$ cat src/hdl/bus_pkg.sv
// bus package
// frame widths, vector types and the master FSM states shared by the serial bus

`default_nettype none

package bus_pkg;

	localparam int ADDR_LEN = 12; // address bits per serial frame
	localparam int DATA_LEN = 8;
	localparam int SLAVE_LEN = 2;

	typedef logic [ADDR_LEN-1:0] addr_t; // byte address inside one slave
	typedef logic [DATA_LEN-1:0] data_t;
	typedef logic [SLAVE_LEN-1:0] slave_sel_t; // 0..2 pick slave 1..3

	// master FSM
	typedef enum logic [2:0] {
		s_idle,
		s_request,
		s_wait_slave,
		s_send_addr,
		s_send_data,
		s_wait_read,
		s_recv_data,
		s_done
	} master_state_t;

endpackage

`default_nettype wire

$ cat src/hdl/bus_master.sv
// bus master
// latches a parallel command, waits for the bus grant and shifts the frame
// to the selected slave, then collects read data serially

`timescale 1ns/1ns
`default_nettype none

module bus_master import bus_pkg::*; #(
	parameter int ADDR_LEN = 12,
	parameter int DATA_LEN = 8
) (
	input wire clk,
	input wire rst_n,
	input wire start,
	input wire write,
	input wire slave_sel_t sel,
	input wire addr_t addr,
	input wire data_t wdata,
	input wire grant,
	input wire slave_ready,
	input wire slave_valid,
	input wire rx_data,
	output data_t rdata,
	output logic done,
	output logic busy,
	output logic request,
	output slave_sel_t slave_sel,
	output logic master_valid,
	output logic master_ready,
	output logic tx_address,
	output logic tx_data,
	output logic write_en,
	output logic read_en,
	output logic trans_done
);

	localparam int CNT_W = $clog2(ADDR_LEN); // address frame is the longest

	master_state_t state;
	logic [CNT_W-1:0] bit_cnt;
	addr_t addr_sh;
	data_t data_sh;
	data_t rx_sh;
	logic cmd_write;
	logic accept;
	logic addr_shift;
	logic bit_in;

	assign accept = start && (state == s_idle || state == s_done);
	// first address bit already goes out in the cycle the slave is seen ready
	assign addr_shift = (state == s_wait_slave && grant && slave_ready) || state == s_send_addr;
	assign bit_in = slave_valid && (state == s_wait_read || state == s_recv_data);

	always_ff @(posedge clk) begin
		if (!rst_n) begin
			state <= s_idle;
			bit_cnt <= '0;
		end else begin
			case (state)
				s_idle, s_done: state <= accept ? s_request : s_idle;
				s_request: if (grant) state <= s_wait_slave;
				s_wait_slave: begin
					if (addr_shift) begin
						state <= s_send_addr;
						bit_cnt <= CNT_W'(1);
					end
				end
				s_send_addr: begin
					bit_cnt <= bit_cnt + 1'b1;
					if (bit_cnt == CNT_W'(ADDR_LEN - 1)) begin
						bit_cnt <= '0;
						state <= cmd_write ? s_send_data : s_wait_read;
					end
				end
				s_send_data: begin
					bit_cnt <= bit_cnt + 1'b1;
					if (bit_cnt == CNT_W'(DATA_LEN - 1)) state <= s_done;
				end
				s_wait_read: begin
					if (slave_valid) begin
						state <= s_recv_data;
						bit_cnt <= CNT_W'(1);
					end
				end
				s_recv_data: begin
					if (slave_valid) begin
						bit_cnt <= bit_cnt + 1'b1;
						if (bit_cnt == CNT_W'(DATA_LEN - 1)) state <= s_done;
					end
				end
				default: state <= s_idle;
			endcase
		end
	end

	// command and shift registers
	always_ff @(posedge clk) begin
		if (accept) begin
			addr_sh <= addr;
			data_sh <= wdata;
			cmd_write <= write;
			slave_sel <= sel;
		end else begin
			if (addr_shift) addr_sh <= addr_sh >> 1; // lsb first
			if (state == s_send_data) data_sh <= data_sh >> 1;
		end
		if (bit_in) rx_sh <= {rx_data, rx_sh[DATA_LEN-1:1]};
		if (bit_in && state == s_recv_data && bit_cnt == CNT_W'(DATA_LEN - 1))
			rdata <= {rx_data, rx_sh[DATA_LEN-1:1]}; // held until the next read ends
	end

	assign busy = state != s_idle && state != s_done;
	assign request = busy;
	assign done = (state == s_done);
	assign trans_done = done; // same event, bus side

	assign master_valid = addr_shift || state == s_send_data;
	assign master_ready = (state == s_wait_read || state == s_recv_data);
	assign tx_address = addr_sh[0];
	assign tx_data = data_sh[0];

	// direction levels while on the bus
	assign write_en = busy && state != s_request && cmd_write;
	assign read_en = busy && state != s_request && !cmd_write;

endmodule

`default_nettype wire

$ cat config.mk
export PLATFORM = sky130hd
export DESIGN_NAME = bus_master
export DESIGN_NICKNAME = d
export VERILOG_FILES = /design/src/hdl/bus_pkg.sv /design/src/hdl/bus_master.sv
export SDC_FILE = /design/constraint.sdc
export NUM_CORES = 1
export LEC_CHECK = 0
export BUFFER_PORTS_ARGS = -buffer_cell sky130_fd_sc_hd__clkbuf_2
export CAP_MARGIN = 20
export CORE_UTILIZATION = 57
export DETAILED_ROUTE_END_ITERATION = 8
export PLACE_DENSITY = 0.84
export SETUP_SLACK_MARGIN = 0.1
export SLEW_MARGIN = 40
export SYNTH_ARGS = -nofsm -noshare
export SYNTH_HDL_FRONTEND = slang
export SYNTH_SLANG_ARGS = --single-unit
$ cat constraint.sdc
create_clock -name clk -period 4.4 [get_ports clk]
set_input_delay 0.44 -clock clk [delete_from_list [all_inputs] [get_ports clk]]
set_output_delay 0.44 -clock clk [all_outputs]
set_load 0.05 [all_outputs]
==> flow_summary.yaml, run 1 <==
critical_path:
  crit_type: "flip-flop to primary output"
  rr_worst_depth: 4
  crit_arrival_ps: 1870
  critPathMaxFanout: 20
  start_kind: "flip-flop"
  end_kind: "primary output"
  reg2reg_slack_ps: 2280
  r2r-end: "addr_sh[11]"
  cp.required_ps: 3960
  worstReg2RegStart: "state[2]"
sta:
  rsz0062_at_grt: "no"
  fin_crit_ps: 2310
  fmax_ghz: 0.433
  whs_ps: 263
  finClkSkew_ps: 6.29
  max_slew.worst_pin.slew_ps: 685
  fin_setup_tns_ps: 0
  hold_viol: 0
  maxSlewViolCount: 0
  period_share_pct: 52.5
  slew_headroom_pct: 54.1
  layout_setup_ws_ps: 2090
  setup_viol: 0
floorplanning:
  die_h_um: 62.4
  io_pins: 50
  die-area_um2: 3890
  fp.dieW_um: 62.4
  core_region_area_um2: 3420
  start_util_pct: 60.8
  num_rows: 21
layout:
  n_fill_cell: 272
  final_common_cell: "nand2_1"
  multi_input_area_um2: 694
  area_growth_pct: 14.1
  fin_nets: 261
  layout_common_cells: "nand2_1, clkbuf_2, edfxtp_1, dfxtp_1"
  seq_area_um2: 1280
  diodes: 0
  stdcell_area_um2: 2370
  layout-drive-gt1-share_pct: 30.0
clock_tree:
  clk_pin_slew_ps: 110
  cts.htree.levels: 2
  cts_buffer_depth: 2
  ctsHoldBuffers: 0
  cts_buffers: 5
  clk_latency_ps: 350
  cts-root-buf: "clkbuf_4"
  post_cts_resize_count: 0
  cts_num_sinks: 45
  cts_tree: "built"
  postCtsSetupRepairBufs: 0
synthesis:
  syn_nets: 216
  synth-edff-count: 38
  ys_seq_area_share_pct: 61.7
  synth_warnings: 0
  syn_avg_cell_area_um2: 11.2
  ys_async_sr_fraction_pct: 0
  synthFlopType: "edfxtp_1"
  synthCells: 185
  synth_seq_cells: 45
  netlist_area_um2: 2080
  synth.distinct_cells: 43
pwr:
  cellPowerDensity_nw_per_um2: 628
  ir_drop_v: 0.000381
  p_leak_uw: 0.00102
hold_path:
  hold_path_class: "input pin to flip-flop"
  hold-path-endpoint: "cmd_write"
  hold_path.startpoint: "write"
  holdPathStages: 1
grt:
  antenna_found_initial: 0
  grt_start_max_net_pins: 24
  grt_pass1_wl_um: 5480
  grt_usage_pct: 18.6
  first_global_vias: 1232
  overflow: 0
placement:
  io_buffers: 49
  gp_congestion: 0.764
  pre_cts_slack_ps: 2300
  hpwlAfterDp_um: 2410
  place_area_um2: 2300
detailed_routing:
  dr.max_layer_used: "met4"
  wl_um: 3340
  ant_nets: 0
  vias: 1417
  drt_iter0_markers: 43
  via_per_inst: 5.13
  wl_met3_um: 179
  wl_per_cell_um: 12.1
  dr_wl_met2_um: 1630
  remaining_drc_errors: 0
  drt-met1-wl_um: 1470
  firstDrtPassIters: 4
status:
  status: "finished clean"
flow_run:
  drv_cap: 0
[synth_stat cells (all sizes together) (2+ instances only)]
cell type | n | area, µm²
and2 | 5 | 33.8
nand2 | 64 | 240
dfxtp | 7 | 140
or2b | 2 | 16.3
a21oi | 6 | 30.0
nor2b | 2 | 12.5
and3 | 3 | 18.8
nor2 | 7 | 28.8
o22ai | 2 | 12.5
buf | 11 | 87.6
edfxtp | 38 | 1140
nand3b | 3 | 22.5
o21ai | 6 | 56.3
o31ai | 2 | 15.0
nand2b | 2 | 12.5
inv | 5 | 18.8
nor3 | 3 | 26.3
and3b | 2 | 18.8
[worst max-delay path: stages, from the launching register on]
cell and delay [ps]:
dfxtp_1 750, and3_1 430, nor3_1 110, clkbuf_2 250
[sequential cells by signal, indices dropped and copies added (netlist names)]
register   flops
data_sh        8
state          3
bit_cnt        4
addr_sh       12
slave_sel      2
rx_sh          7
cmd_write      1
rdata          8
[worst max-delay path by stage]
stage                        start  slack [ps]  cells past startpoint    endpoint
after floorplan           state[0]        2050                      4     read_en
after global placement    state[2]        2330                      2  data_sh[3]
after detailed placement  state[2]        2300                      4  data_sh[7]
after CTS                 state[0]        2070                      3        busy
after global routing      state[2]        1930                      3    write_en
final                     state[2]        2090                      3    write_en
[cell families after synthesis]
kind of cell             after synthesis  synth area share [%]
flip-flops                            45                  61.7
XOR/XNOR                               2                 0.844
multiplexers                           1                 0.482
adder cells (fa/ha/maj)                1                 0.602
buffers and inverters                 16                  5.12
AND/OR/NAND/NOR                       96                  21.7
AO/OA/AOI/OAI                         24                  9.52
[per-layer routing]
metal,vias to the layer above,global-route usage (%)
met1,642,24.0
li1,728,-
met5,-,0
met3,6,4.41
met4,0,7.85
met2,41,30.2
[stage by stage]
step	cells	util, %	power (µW)
global placement	269	67.1	1240
detailed placement	269	67.3	1270
global route	276	69.4	1590
floorplan	185	-	1190
finish	276	69.4	1490
CTS	276	69.4	1500
[final cells by class]
class	count	share of cell area, %
well taps	46	2.43
multi-input cells	124	29.3
inverters	5	0.792
repair buffers	49	10.3
clock buffers	5	1.58
flip-flops and latches	45	54.1
clock inverters	2	1.48
[power by group]
group,switching (µW),total (µW),internal [µW]
logic,381,544,163
registers,77.7,709,631
clock network,119,235,116
total,577,1490,910
Power figures use the tool's default switching activity.
==> inputs of run 2 (changes only) <==
--- a/config.mk
+++ b/config.mk
@@ -7,9 +7,9 @@
 export LEC_CHECK = 0
 export BUFFER_PORTS_ARGS = -buffer_cell sky130_fd_sc_hd__clkbuf_2
 export CAP_MARGIN = 20
-export CORE_UTILIZATION = 57
+export CORE_UTILIZATION = 47
 export DETAILED_ROUTE_END_ITERATION = 8
-export PLACE_DENSITY = 0.84
+export PLACE_DENSITY = 0.74
 export SETUP_SLACK_MARGIN = 0.1
 export SLEW_MARGIN = 40
 export SYNTH_ARGS = -nofsm -noshare
==> constraint.sdc (replaced) <==
create_clock -name clk -period 1.9 [get_ports clk]
set_input_delay 0.19 -clock clk [delete_from_list [all_inputs] [get_ports clk]]
set_output_delay 0.19 -clock clk [all_outputs]
set_load 0.05 [all_outputs]
==> run 2 against run 1 <==
Compared with the run above: sequential power is 120% higher; final area increased by 5.9%; sequential share of layout area decreased by 3.0 points; utilization decreased by 8.4 points; routed wire length increased by 7.3%; count of clock-buffer cells in the layout did not move; die area is 21% higher; hold slack worse by 200 ps; non-clock buffer count is 8 higher; flip-flop and latch count unchanged; via count increased by 2.8%; first-iteration DRC count rose by 110%; largest power group unchanged; highest routed layer unchanged.
==> flow_summary.yaml, run 2 (same netlist as run 1, synthesis figures left out) <==
status:
  status: "finished clean"
pwr:
  cellPowerDensity_nw_per_um2: 1490
  ir_drop_v: 0.000862
  p_leak_uw: 0.00109
critical_path:
  critPathMaxFanout: 19
  critical_path.top_delay_family: "buffers and inverters"
  worstReg2RegStart: "bit_cnt[0]"
  crit_chain: "buf_6, and3_2, buf_4, nor2_1, clkbuf_4"
  start_kind: "flip-flop"
  max_stage_delay_ps: 330
  reg2reg_slack_ps: 350
  crit_type: "flip-flop to primary output"
  crit_arrival_ps: 1590
  slowest_stage: "dfxtp_1"
  end_kind: "primary output"
  r2r-end: "rdata[7]"
  rr_worst_depth: 3
  cp.required_ps: 1710
  crit_buf_inv: 3
floorplanning:
  start_util_pct: 50.5
  io_pins: 50
  num_rows: 23
  die_h_um: 68.5
  core_region_area_um2: 4120
  die-area_um2: 4690
  fp.dieW_um: 68.5
clock_tree:
  cts.htree.levels: 2
  clk_pin_slew_ps: 80
  cts_buffer_depth: 2
  clk_latency_ps: 290
  ctsHoldBuffers: 0
  cts_buffers: 5
  cts_tree: "built"
  cts-root-buf: "clkbuf_8"
  cts_num_sinks: 45
layout:
  regMostFlops: "addr_sh"
  final_common_cell: "nand2_1"
  layout-drive-gt1-share_pct: 34.5
  fin_nets: 269
  top_regs: "addr_sh (12), data_sh (8), rdata (8)"
  area_growth_pct: 20.8
  fin_cells: 288
  diodes: 0
  largest_reg_flops: 12
  layout_common_cells: "nand2_1, clkbuf_2, edfxtp_1, buf_4"
sta:
  fmax_ghz: 0.561
  fin_setup_tns_ps: 0
  max_slew.worst_pin.slew_ps: 673
  maxSlewViolCount: 0
  fin_crit_ps: 1780
  hold_viol: 0
  whs_ps: 67.3
  rsz0062_at_grt: "yes"
  slew_headroom_pct: 54.9
  setup_viol: 0
  period_share_pct: 93.8
  layout_setup_ws_ps: 117
  finClkSkew_ps: 4.29
detailed_routing:
  firstDrtPassIters: 4
  wl_um: 3580
  remaining_drc_errors: 0
  wl_per_cell_um: 12.4
  via_per_inst: 5.06
  ant_nets: 0
  drt_iter0_markers: 92
  vias: 1457
grt:
  antenna_found_initial: 0
  grt_pass1_wl_um: 5440
  first_global_vias: 1257
  overflow: 0
  grt_start_max_net_pins: 24
  grt_usage_pct: 16.3
placement:
  pre_cts_slack_ps: 265
  gp_congestion: 0.767
  place_inst: 281
  io_buffers: 49
  hpwlAfterDp_um: 2600
hold_path:
  holdPathStages: 1
  hold_path_class: "input pin to flip-flop"
  hold_path.startpoint: "sel[1]"
  hold-path-endpoint: "slave_sel[1]"
flow_run:
  drv_cap: 0
run 2: cell count changes in the layout (fill, tap and decap cells not counted), moves of 2 or more:
cell / delta
clkbuf_2: -5
nor3_1: -2
clkbuf_8: +5
nor3_2: +2
clkbuf_4: -3
buf_4: +8
run 2: worst max path at each step:
stage             start    endpoint  slack, ps  cells past startpoint
2_1_floorplan  state[0]     read_en       -200                      4
3_3_place_gp   state[1]  data_sh[4]        240                      1
3_5_place_dp   state[1]    rdata[0]        260                      3
4_1_cts        state[2]     read_en         80                      5
5_1_grt        state[2]     request         70                      5
6_report       state[2]        busy        120                      5
run 2: final cells by class:
type,instances,area [µm²]
repair buffers,57,332
well taps,50,62.6
fillers,329,1610
multi-input cells,124,711
clock buffers,5,68.8
clock inverters,2,35.0
inverters,5,18.8
flip-flops and latches,45,1280
run 2: worst reg2reg max path, stage by stage, from the launching register on:
cell and delay, ps:
dfxtp_1 370, ha_1 220, and3b_1 200, and4b_1 430
run 2: repair_timing:
| item | in CTS | in global routing |
|---|---|---|
| gates resized for setup | 7 | 5 |
| endpoints found under the setup margin | 5 | 5 |
| cloned | 0 | 0 |
| setup buffers | 0 | 0 |
run 2: metrics by stage:
stage                     utilization [%]  instance area (µm²)  total power [µW]
after floorplan                         -                 2080              2760
after global placement               57.7                 2370              3010
after detailed placement             57.8                 2380              3050
after CTS                            60.7                 2500              3770
after global routing                 61.0                 2510              3970
final                                61.0                 2510              3750
run 2: power by group:
| part | switching [µW] | internal (µW) |
|---|---|---|
| combinational | 995 | 498 |
| sequential | 102 | 1460 |
| clock | 306 | 382 |
| total | 1400 | 2340 |
run 2: metal layers:
metal / global-route usage (%) / vias up / part of all wire [%]
li1: - / 740 / -
met1: 21.7 / 672 / 46
met5: 0 / - / 0
met3: 3.00 / 8 / 5.3
met4: 8.59 / 0 / 2.0
met2: 25.0 / 37 / 46
