[src/hdl/bus_pkg.sv]
// bus package
// frame widths, vector types and the master FSM states shared by the serial bus

`default_nettype none

package bus_pkg;

	localparam int ADDR_LEN = 12; // address bits per serial frame
	localparam int DATA_LEN = 8;
	localparam int SLAVE_LEN = 2;

	typedef logic [ADDR_LEN-1:0] addr_t; // byte address inside one slave
	typedef logic [DATA_LEN-1:0] data_t;
	typedef logic [SLAVE_LEN-1:0] slave_sel_t; // 0..2 pick slave 1..3

	// master FSM
	typedef enum logic [2:0] {
		s_idle,
		s_request,
		s_wait_slave,
		s_send_addr,
		s_send_data,
		s_wait_read,
		s_recv_data,
		s_done
	} master_state_t;

endpackage

`default_nettype wire

[src/hdl/bus_arbiter.sv]
// bus arbiter
// fixed priority for master 1, the owner keeps its grant until its transfer ends

`timescale 1ns/1ns
`default_nettype none

module bus_arbiter (
	input wire clk,
	input wire rst_n,
	input wire m1_request,
	input wire m2_request,
	input wire m1_trans_done,
	input wire m2_trans_done,
	output logic m1_grant,
	output logic m2_grant
);

	typedef enum logic [1:0] {
		own_none,
		own_m1,
		own_m2
	} owner_t;

	owner_t owner;

	always_ff @(posedge clk) begin
		if (!rst_n) begin
			owner <= own_none;
		end else begin
			case (owner)
				own_m1: if (m1_trans_done) owner <= own_none;
				own_m2: if (m2_trans_done) owner <= own_none;
				default: begin
					if (m1_request)
						owner <= own_m1; // master 1 wins a tie
					else if (m2_request)
						owner <= own_m2;
				end
			endcase
		end
	end

	// one owner at a time, so never both grants
	assign m1_grant = (owner == own_m1);
	assign m2_grant = (owner == own_m2);

endmodule

`default_nettype wire

[src/hdl/bus_interconnect.sv]
// bus interconnect
// puts the granted master's serial lines on the selected slave and
// returns that slave's lines to the granted master only

`timescale 1ns/1ns
`default_nettype none

module bus_interconnect import bus_pkg::*; (
	input wire clk,
	input wire rst_n,
	input wire m1_request, m1_master_valid, m1_master_ready, m1_trans_done,
	input wire m1_tx_address, m1_tx_data, m1_write_en, m1_read_en,
	input wire slave_sel_t m1_slave_sel,
	input wire m2_request, m2_master_valid, m2_master_ready, m2_trans_done,
	input wire m2_tx_address, m2_tx_data, m2_write_en, m2_read_en,
	input wire slave_sel_t m2_slave_sel,
	input wire s1_slave_ready, s1_slave_valid, s1_tx_data,
	input wire s2_slave_ready, s2_slave_valid, s2_tx_data,
	input wire s3_slave_ready, s3_slave_valid, s3_tx_data,
	output logic m1_grant, m2_grant,
	output logic m1_slave_ready, m1_slave_valid, m1_rx_data,
	output logic m2_slave_ready, m2_slave_valid, m2_rx_data,
	output logic s1_master_valid, s1_master_ready, s1_rx_address,
	output logic s1_rx_data, s1_write_en, s1_read_en,
	output logic s2_master_valid, s2_master_ready, s2_rx_address,
	output logic s2_rx_data, s2_write_en, s2_read_en,
	output logic s3_master_valid, s3_master_ready, s3_rx_address,
	output logic s3_rx_data, s3_write_en, s3_read_en
);

	slave_sel_t bus_sel;
	logic [5:0] bus_fwd; // valid, ready, address, data, write, read
	logic [2:0] hit;
	logic [2:0] ret; // slave ready, valid, data

	bus_arbiter i_bus_arbiter (
		.clk(clk),
		.rst_n(rst_n),
		.m1_request(m1_request),
		.m2_request(m2_request),
		.m1_trans_done(m1_trans_done),
		.m2_trans_done(m2_trans_done),
		.m1_grant(m1_grant),
		.m2_grant(m2_grant)
	);

	// owner's lines, all zero with no owner
	assign {bus_sel, bus_fwd} =
		m1_grant ? {m1_slave_sel, m1_master_valid, m1_master_ready, m1_tx_address,
			m1_tx_data, m1_write_en, m1_read_en} :
		m2_grant ? {m2_slave_sel, m2_master_valid, m2_master_ready, m2_tx_address,
			m2_tx_data, m2_write_en, m2_read_en} :
		'0;

	assign hit = 3'b001 << bus_sel; // select 3 hits nothing

	assign {s1_master_valid, s1_master_ready, s1_rx_address, s1_rx_data, s1_write_en,
		s1_read_en} = {6{hit[0]}} & bus_fwd;
	assign {s2_master_valid, s2_master_ready, s2_rx_address, s2_rx_data, s2_write_en,
		s2_read_en} = {6{hit[1]}} & bus_fwd;
	assign {s3_master_valid, s3_master_ready, s3_rx_address, s3_rx_data, s3_write_en,
		s3_read_en} = {6{hit[2]}} & bus_fwd;

	// return path from the selected slave
	always_comb begin
		case (bus_sel)
			2'd0: ret = {s1_slave_ready, s1_slave_valid, s1_tx_data};
			2'd1: ret = {s2_slave_ready, s2_slave_valid, s2_tx_data};
			2'd2: ret = {s3_slave_ready, s3_slave_valid, s3_tx_data};
			default: ret = '0;
		endcase
	end

	assign {m1_slave_ready, m1_slave_valid, m1_rx_data} = m1_grant ? ret : '0;
	assign {m2_slave_ready, m2_slave_valid, m2_rx_data} = m2_grant ? ret : '0;

endmodule

`default_nettype wire

[config.mk]
export PLATFORM = sky130hd
export DESIGN_NAME = bus_interconnect
export DESIGN_NICKNAME = d
export VERILOG_FILES = /design/src/hdl/bus_pkg.sv /design/src/hdl/bus_arbiter.sv /design/src/hdl/bus_interconnect.sv
export SDC_FILE = /design/constraint.sdc
export NUM_CORES = 1
export LEC_CHECK = 0
export BUFFER_PORTS_ARGS = -buffer_cell sky130_fd_sc_hd__buf_2
export CAP_MARGIN = 5
export CORE_MARGIN = 4
export CORE_UTILIZATION = 36
export DETAILED_ROUTE_END_ITERATION = 10
export HOLD_SLACK_MARGIN = 0.12
export PLACE_DENSITY = 0.88
export SETUP_SLACK_MARGIN = 0.4
export SLEW_MARGIN = 20
export SYNTH_ARGS = -nofsm -noshare
export SYNTH_HDL_FRONTEND = slang
export SYNTH_SLANG_ARGS = --single-unit
[constraint.sdc]
create_clock -name clk -period 1.45 [get_ports clk]
set_input_delay 0.145 -clock clk [delete_from_list [all_inputs] [get_ports clk]]
set_output_delay 0.145 -clock clk [all_outputs]
set_load 0.01 [all_outputs]
==> qor.yml, run 1 <==
status: "finished with violations"
violations: "negative setup slack"
die_area_um2: 2390
p_per_area_nw_per_um2: 618
start_util_pct: 39.0
synth_ff_type: "dfxtp_1"
grt_pass1_vias: 1015
synthAdderAreaFrac_pct: 4.16
grt_pass1_wl_um: 4490
syn_to_final_growth_pct: 116
ys_types: 32
place_hpwl_um: 1950
reg2reg_depth: 7
largest-register: "i_bus_arbiter.owner"
finClkSkew_ns: 0.00626
synth_top_family_by_area: "compound AO/OA/AOI/OAI gates"
largest_reg_flops: 2
routabilityCongestion: 0.900
hold_depth: 3
crit_cells: 7
largest_registers: "i_bus_arbiter.owner: 2 flops"
critPathBufInv: 3
synth.area.mux_share_pct: 3.74
drcViolationCount: 0
syn_avg_cell_area_um2: 6.92
worst_slack_ns: -0.426
numClockSinks: 2
fp.dieH_um: 48.9
async_flop_share_pct: 0
worst_setup_path_end_kind: "output port"
grt_max_degree: 11
final_core_util_pct: 84.3
core_region_area_um2: 1540
holdBufCountCts: 0
gr-total-overflow: 0
via_per_inst: 5.75
wirelength_um: 2790
synth_compound_area_share_pct: 40.5
layout.nets: 192
fin_crit_sh_pct: 129
use_met1_pct: 23.2
crit_path_max_fanout: 7
hold_class: "primary input to register"
routedWlPerCell_um: 16.1
busiest_layer: "met2"
io_buffers: 56
tightest_slew_ns: 0.341
netlist_area_um2: 602
grtUsageMet3_pct: 5.81
worstPathRequired_ns: 1.31
critPathLaunchType: "register"
crit_type: "register to output port"
synth_top_area_share_pct: 11.2
clk_latency_ns: 0.23
io_pins: 57
synth_xor_area_share_pct: 0
synth-simple-area-share_pct: 34.7
ys_top_cells_by_area: "a22oi_1 (11%), nor2_1 (11%), a311oi_1 (7.3%), dfxtp_1 (6.7%), inv_1 (4.4%)"
synth_cells: 87
ir_drop_mv: 0.653
post-route-min-period_ns: 1.88
yosysSeqAreaShare_pct: 6.65
clk_pin_slew_ns: 0.03
worstPathArrival_ns: 1.73
ant_nets: 0
synth_edf_count: 0
yosysTopAreaCell: "a22oi_1"
die_w_um: 48.9
postSynthNetCount: 120
maxCapViolations: 0
vias: 995
antennaDiodeCount: 0
cts_tree: "built"
crit_path_top_delay_cell: "dfxtp_4"
grt_usage_pct: 22.8
grt_setup_unrepaired: "yes"
cts.htree.levels: 1
drv_slew: 0
finalHoldViolations: 0
finalPower_w: 0.000803
leakagePower_nw: 0.614
fmax_ghz: 0.533
first_pass_iters: 4
drt-initial-drc-count: 29
path_cells: "inv_2, ha_4, buf_8, and3b_2, nand2_4, a311oi_2, buf_2"
yosys_warnings: 0
setup_viol: 26
drive_above_1_share_pct: 73.9
synth_seq_cells: 2
met2_usage_pct: 40.7
max_slew_margin_pct: 77.0
antenna_found_initial: 0
cts_made_buffers: 3
row_count: 14
crit_family: "buffers and inverters"
cp_slowest_stage_delay_ns: 0.36
clockBufferDepth: 2
root_buffer: "clkbuf_4"
## final timing paths
path	startpoint	to	slack, ns
min	rst_n	i_bus_arbiter.owner[1]$_SDFFE_PN0P_	0.15
max	i_bus_arbiter.owner[1]$_SDFFE_PN0P_	m1_slave_ready	-0.43
max reg2reg	i_bus_arbiter.owner[1]$_SDFFE_PN0P_	i_bus_arbiter.owner[0]$_SDFFE_PN0P_	-0.12
min reg2reg	i_bus_arbiter.owner[1]$_SDFFE_PN0P_	i_bus_arbiter.owner[1]$_SDFFE_PN0P_	0.57
## worst register-to-register path: stages, from the launching register on
cell	delay (ns)
dfxtp_4	0.35
inv_2	0.06
ha_4	0.19
buf_8	0.15
buf_6	0.11
or2b_1	0.27
and4_1	0.16
o21a_1	0.16
## metal layers
metal  part of all wire [%]  up-vias
li1                       -      464
met1                     36      452
met2                     51       65
met3                    8.1       14
met4                    4.1        0
met5                      0        -
## logic make-up (layout without fill, tap and decap cells)
group           after synthesis  after routing
mux                           1              1
compound gates               31             31
flops                         2              2
simple gates                 40             40
buf+inv                      11             81
fa+ha+maj                     2              2
## area by class of cell
type	instances	area, um2
Tap cell	16	20.0
Sequential cell	2	45.0
Timing Repair Buffer	71	457
Inverter	7	26.3
Multi-Input combinational cell	74	728
Clock buffer	3	22.5
Fill cell	93	243
## cells in the final DEF (no fill, tap or decap), types with 2 or more instances in the layout
cell / n
buf_2: 52
nor2_1: 12
buf_6: 9
a22oi_2: 8
buf_4: 8
inv_1: 5
a21oi_1: 4
nand2_1: 4
a311oi_2: 4
nor2_2: 4
nand3_4: 3
a21o_1: 3
clkbuf_4: 3
inv_2: 2
nand3b_1: 2
nand2_4: 2
nor2b_4: 2
nor2_4: 2
nand2b_1: 2
a31oi_1: 2
ha_4: 2
## cell usage after synthesis, types with 2 or more instances
library cell  number
inv_1              7
buf_6              2
a211oi_1           2
ha_1               2
a21o_1             3
nor2_1            18
a31oi_1            2
a311oi_1           5
dfxtp_1            2
nand2_1            6
nand3b_1           2
a21oi_1            4
nand2b_1           3
nand3_1            3
a22oi_1            9
## what timing repair did
| action | 4_1_cts | 5_1_grt |
|---|---|---|
| setup endpoints to repair | 28 | 28 |
| setup buffers | 5 | 4 |
| pin swaps | 14 | 11 |
| resized for setup | 26 | 8 |
## where the power goes
part           switching [W]  internal, W
logic               0.000309     0.000298
registers         0.00000857    0.0000635
clock network      0.0000323    0.0000913
## metrics by stage
step / setup slack (ns) / std cells / setup TNS, ns / hold slack [ns] / area [um2]
4_1_cts: -0.371 / 169 / -7.49 / 0.147 / 1220
3_5_place_dp: -0.146 / 161 / -2.46 / 0.376 / 1030
6_report: -0.426 / 173 / -8.34 / 0.146 / 1300
3_3_place_gp: -0.0743 / 161 / -1.15 / 0.363 / 1030
5_1_grt: -0.492 / 173 / -10.02 / 0.144 / 1300
2_1_floorplan: 0.00360 / 87 / 0 / 0.250 / 721
Note: power is estimated with default switching activity, not from simulation.
==> inputs of run 2 (changes only) <==
- GPL_TIMING_DRIVEN: default -> 0
==> run 2 against run 1 <==
The run still ends with negative setup slack left; clock power hardly changed; design area is 3.4% lower; die area stayed put; worst hold slack worse by 0.0091 ns; fmax is 2.2% higher.
==> qor.yml, run 2 (same netlist as run 1, synthesis figures left out) <==
die_area_um2: 2390  # unchanged
numClockSinks: 2  # unchanged
io_pins: 57  # unchanged
drv_slew: 0  # unchanged
gr-total-overflow: 0  # unchanged
fp.dieH_um: 48.9  # unchanged
worstPathRequired_ns: 1.31  # about the same
drcViolationCount: 0  # unchanged
core_region_area_um2: 1540  # unchanged
ir_drop_mv: 0.651  # -0.36%
power.share.combinational_pct: 75.1  # -0.5 points
grt_usage_pct: 22.1  # -0.74 points
reg2reg_setup_slack_ns: -0.06  # +0.06 ns
crit_path_max_fanout: 5  # -2
fin_crit_sh_pct: 127  # -2.8 points
grt_pass1_wl_um: 4370  # -2.6%
via_per_inst: 5.77  # +0.38%
maxCapViolations: 0  # unchanged
power.share.clock_pct: 15.9  # +0.5 points
hold_class: "primary input to register"
swShare_pct: 43.2  # -0.37 points
ant_nets: 0  # unchanged
clk_pin_slew_ns: 0.03  # about the same
p_per_area_nw_per_um2: 624  # +1.0%
violations: "negative setup slack"
grt_max_degree: 11  # unchanged
mostFrequentLayoutCell: "buf_2"
final_cell_mix: "buf_2 (52), nor2_1 (12), buf_4 (8)"
final_cells: 172  # -0.58%
p_int_w: 0.000445  # -1.8%
fmax_ghz: 0.545  # +2.2%
grt_setup_unrepaired: "yes"
place_inst: 158  # -1.9%
layout.nets: 191  # -0.52%
switching_power_w: 0.000339  # -3.2%
crit_family: "buffers and inverters"
fillers: 107  # +15%
cts_made_buffers: 3  # unchanged
io_buffers: 55  # -1.8%
row_count: 14  # unchanged
worst_setup_path_end_kind: "output port"
die_w_um: 48.9  # unchanged
finClkSkew_ns: 0.000781  # -0.00548 ns
cp_slowest_stage_delay_ns: 0.31  # -0.05 ns
holdBufCountCts: 0  # unchanged
vias: 993  # -0.20%
post-route-min-period_ns: 1.84  # -0.0404 ns
critPathLaunchType: "register"
drive_above_1_share_pct: 71.2  # -2.7 points
max_slew_margin_pct: 75.7  # -1.3 points
start_util_pct: 39.0  # unchanged
status: "finished with violations"
finalHoldViolations: 0  # unchanged
leakagePower_nw: 0.605  # -1.4%
drt-initial-drc-count: 31  # +6.9%
largest_registers: "i_bus_arbiter.owner: 2 flops"
cts.htree.levels: 1  # unchanged
path_cells: "inv_2, ha_4, buf_8, mux2i_4, a22oi_2, a311oi_2, buf_2"
crit_type: "register to output port"
crit_path_top_delay_cell: "dfxtp_2"
antenna_found_initial: 0  # unchanged
routabilityCongestion: 0.798  # -11%
syn_to_final_growth_pct: 109
routedWlPerCell_um: 15.9  # -1.4%
grt_pass1_vias: 970  # -4.4%
antennaDiodeCount: 0  # unchanged
wirelength_um: 2740  # -2.0%
first_pass_iters: 4  # unchanged
clk_latency_ns: 0.22  # about the same
cts_tree: "built"
dp_slack_ns: -0.151  # -0.00448 ns
largest_reg_flops: 2  # unchanged
largest-register: "i_bus_arbiter.owner"
clockBufferDepth: 2  # unchanged
critPathBufInv: 3  # unchanged
place_hpwl_um: 1880  # -3.8%
tightest_slew_ns: 0.361  # +0.0192 ns
seqPwrFrac_pct: 9.0  # about the same
worst_slack_ns: -0.386  # +0.0404 ns
root_buffer: "clkbuf_4"
setup_viol: 26  # unchanged
worstPathArrival_ns: 1.69  # -0.04 ns
run 2: changes by cell type in the layout (fill, tap and decap cells not counted), moves of 2 or more:
cell | previous run | this run
buf_6 | 9 | 7
a22oi_2 | 8 | 6
a22oi_1 | 1 | 3
nand2_1 | 4 | 6
nand3_2 | 0 | 2
nand3_4 | 3 | 1
run 2: metrics by stage:
step / cell area (um2) / hold WS [ns] / power [W] / TNS (ns) / util, %
final: 1250 / 0.137 / 0.000784 / -7.80 / 81.4
after global routing: 1250 / 0.134 / 0.000838 / -9.59 / 81.4
after CTS: 1220 / 0.134 / 0.000751 / -7.69 / 79.0
after detailed placement: 1020 / 0.367 / 0.000509 / -3.04 / 65.9
after global placement: 1020 / 0.366 / 0.000494 / -2.43 / 65.9
after floorplan: 721 / 0.250 / 0.000374 / 0 / -
run 2: path summary, 6_finish.rpt:
kind / startpoint / depth (start not counted) / endpoint
worst max-delay path: i_bus_arbiter.owner[1]$_SDFFE_PN0P_ / 7 / m2_slave_ready
worst min-delay path: rst_n / 2 / i_bus_arbiter.owner[0]$_SDFFE_PN0P_
worst max register to register: i_bus_arbiter.owner[1]$_SDFFE_PN0P_ / 8 / i_bus_arbiter.owner[0]$_SDFFE_PN0P_
worst min register to register: i_bus_arbiter.owner[0]$_SDFFE_PN0P_ / 3 / i_bus_arbiter.owner[0]$_SDFFE_PN0P_
run 2: per-layer routing:
metal  vias up  GRT usage, %  wire length [um]
met3         6          6.42               254
met5         -             0                 0
met1       456          22.0              1000
li1        471             -                 -
met2        60          40.4              1440
met4         0          11.7                43
run 2: power groups by stage:
| stage | clock network (W) | logic (W) | registers, W |
|---|---|---|---|
| after floorplan | 0 | 0.000303 | 0.0000703 |
| after global placement | 0 | 0.000422 | 0.0000713 |
| after detailed placement | 0 | 0.000438 | 0.0000712 |
| after CTS | 0.000129 | 0.000552 | 0.0000705 |
| after global routing | 0.000137 | 0.000629 | 0.0000714 |
| final | 0.000124 | 0.000589 | 0.0000704 |
run 2: timing repair:
action | in CTS | in global routing
pin swaps | 11 | 10
gates resized for setup | 21 | 4
buffers inserted | 6 | 3
endpoints found under the setup margin | 28 | 28
cloned | 2 | 0
run 2: worst reg2reg max path: stages, from the launching register on:
cell and delay (ns):
dfxtp_2 0.31, inv_2 0.06, ha_4 0.17, buf_4 0.12, buf_6 0.08, or2b_1 0.26
buf_4 0.15, a31oi_1 0.17, o21a_1 0.12
run 2: final cells by class:
cell class	count	area [um2]	share of cell area, %
Clock buffer	3	22.5	1.79
Sequential cell	2	42.5	3.39
Inverter	7	30.0	2.39
Multi-Input combinational cell	74	678	54.0
Buffer	4	51.3	4.09
Tap cell	16	20.0	1.60
Timing Repair Buffer	66	410	32.7
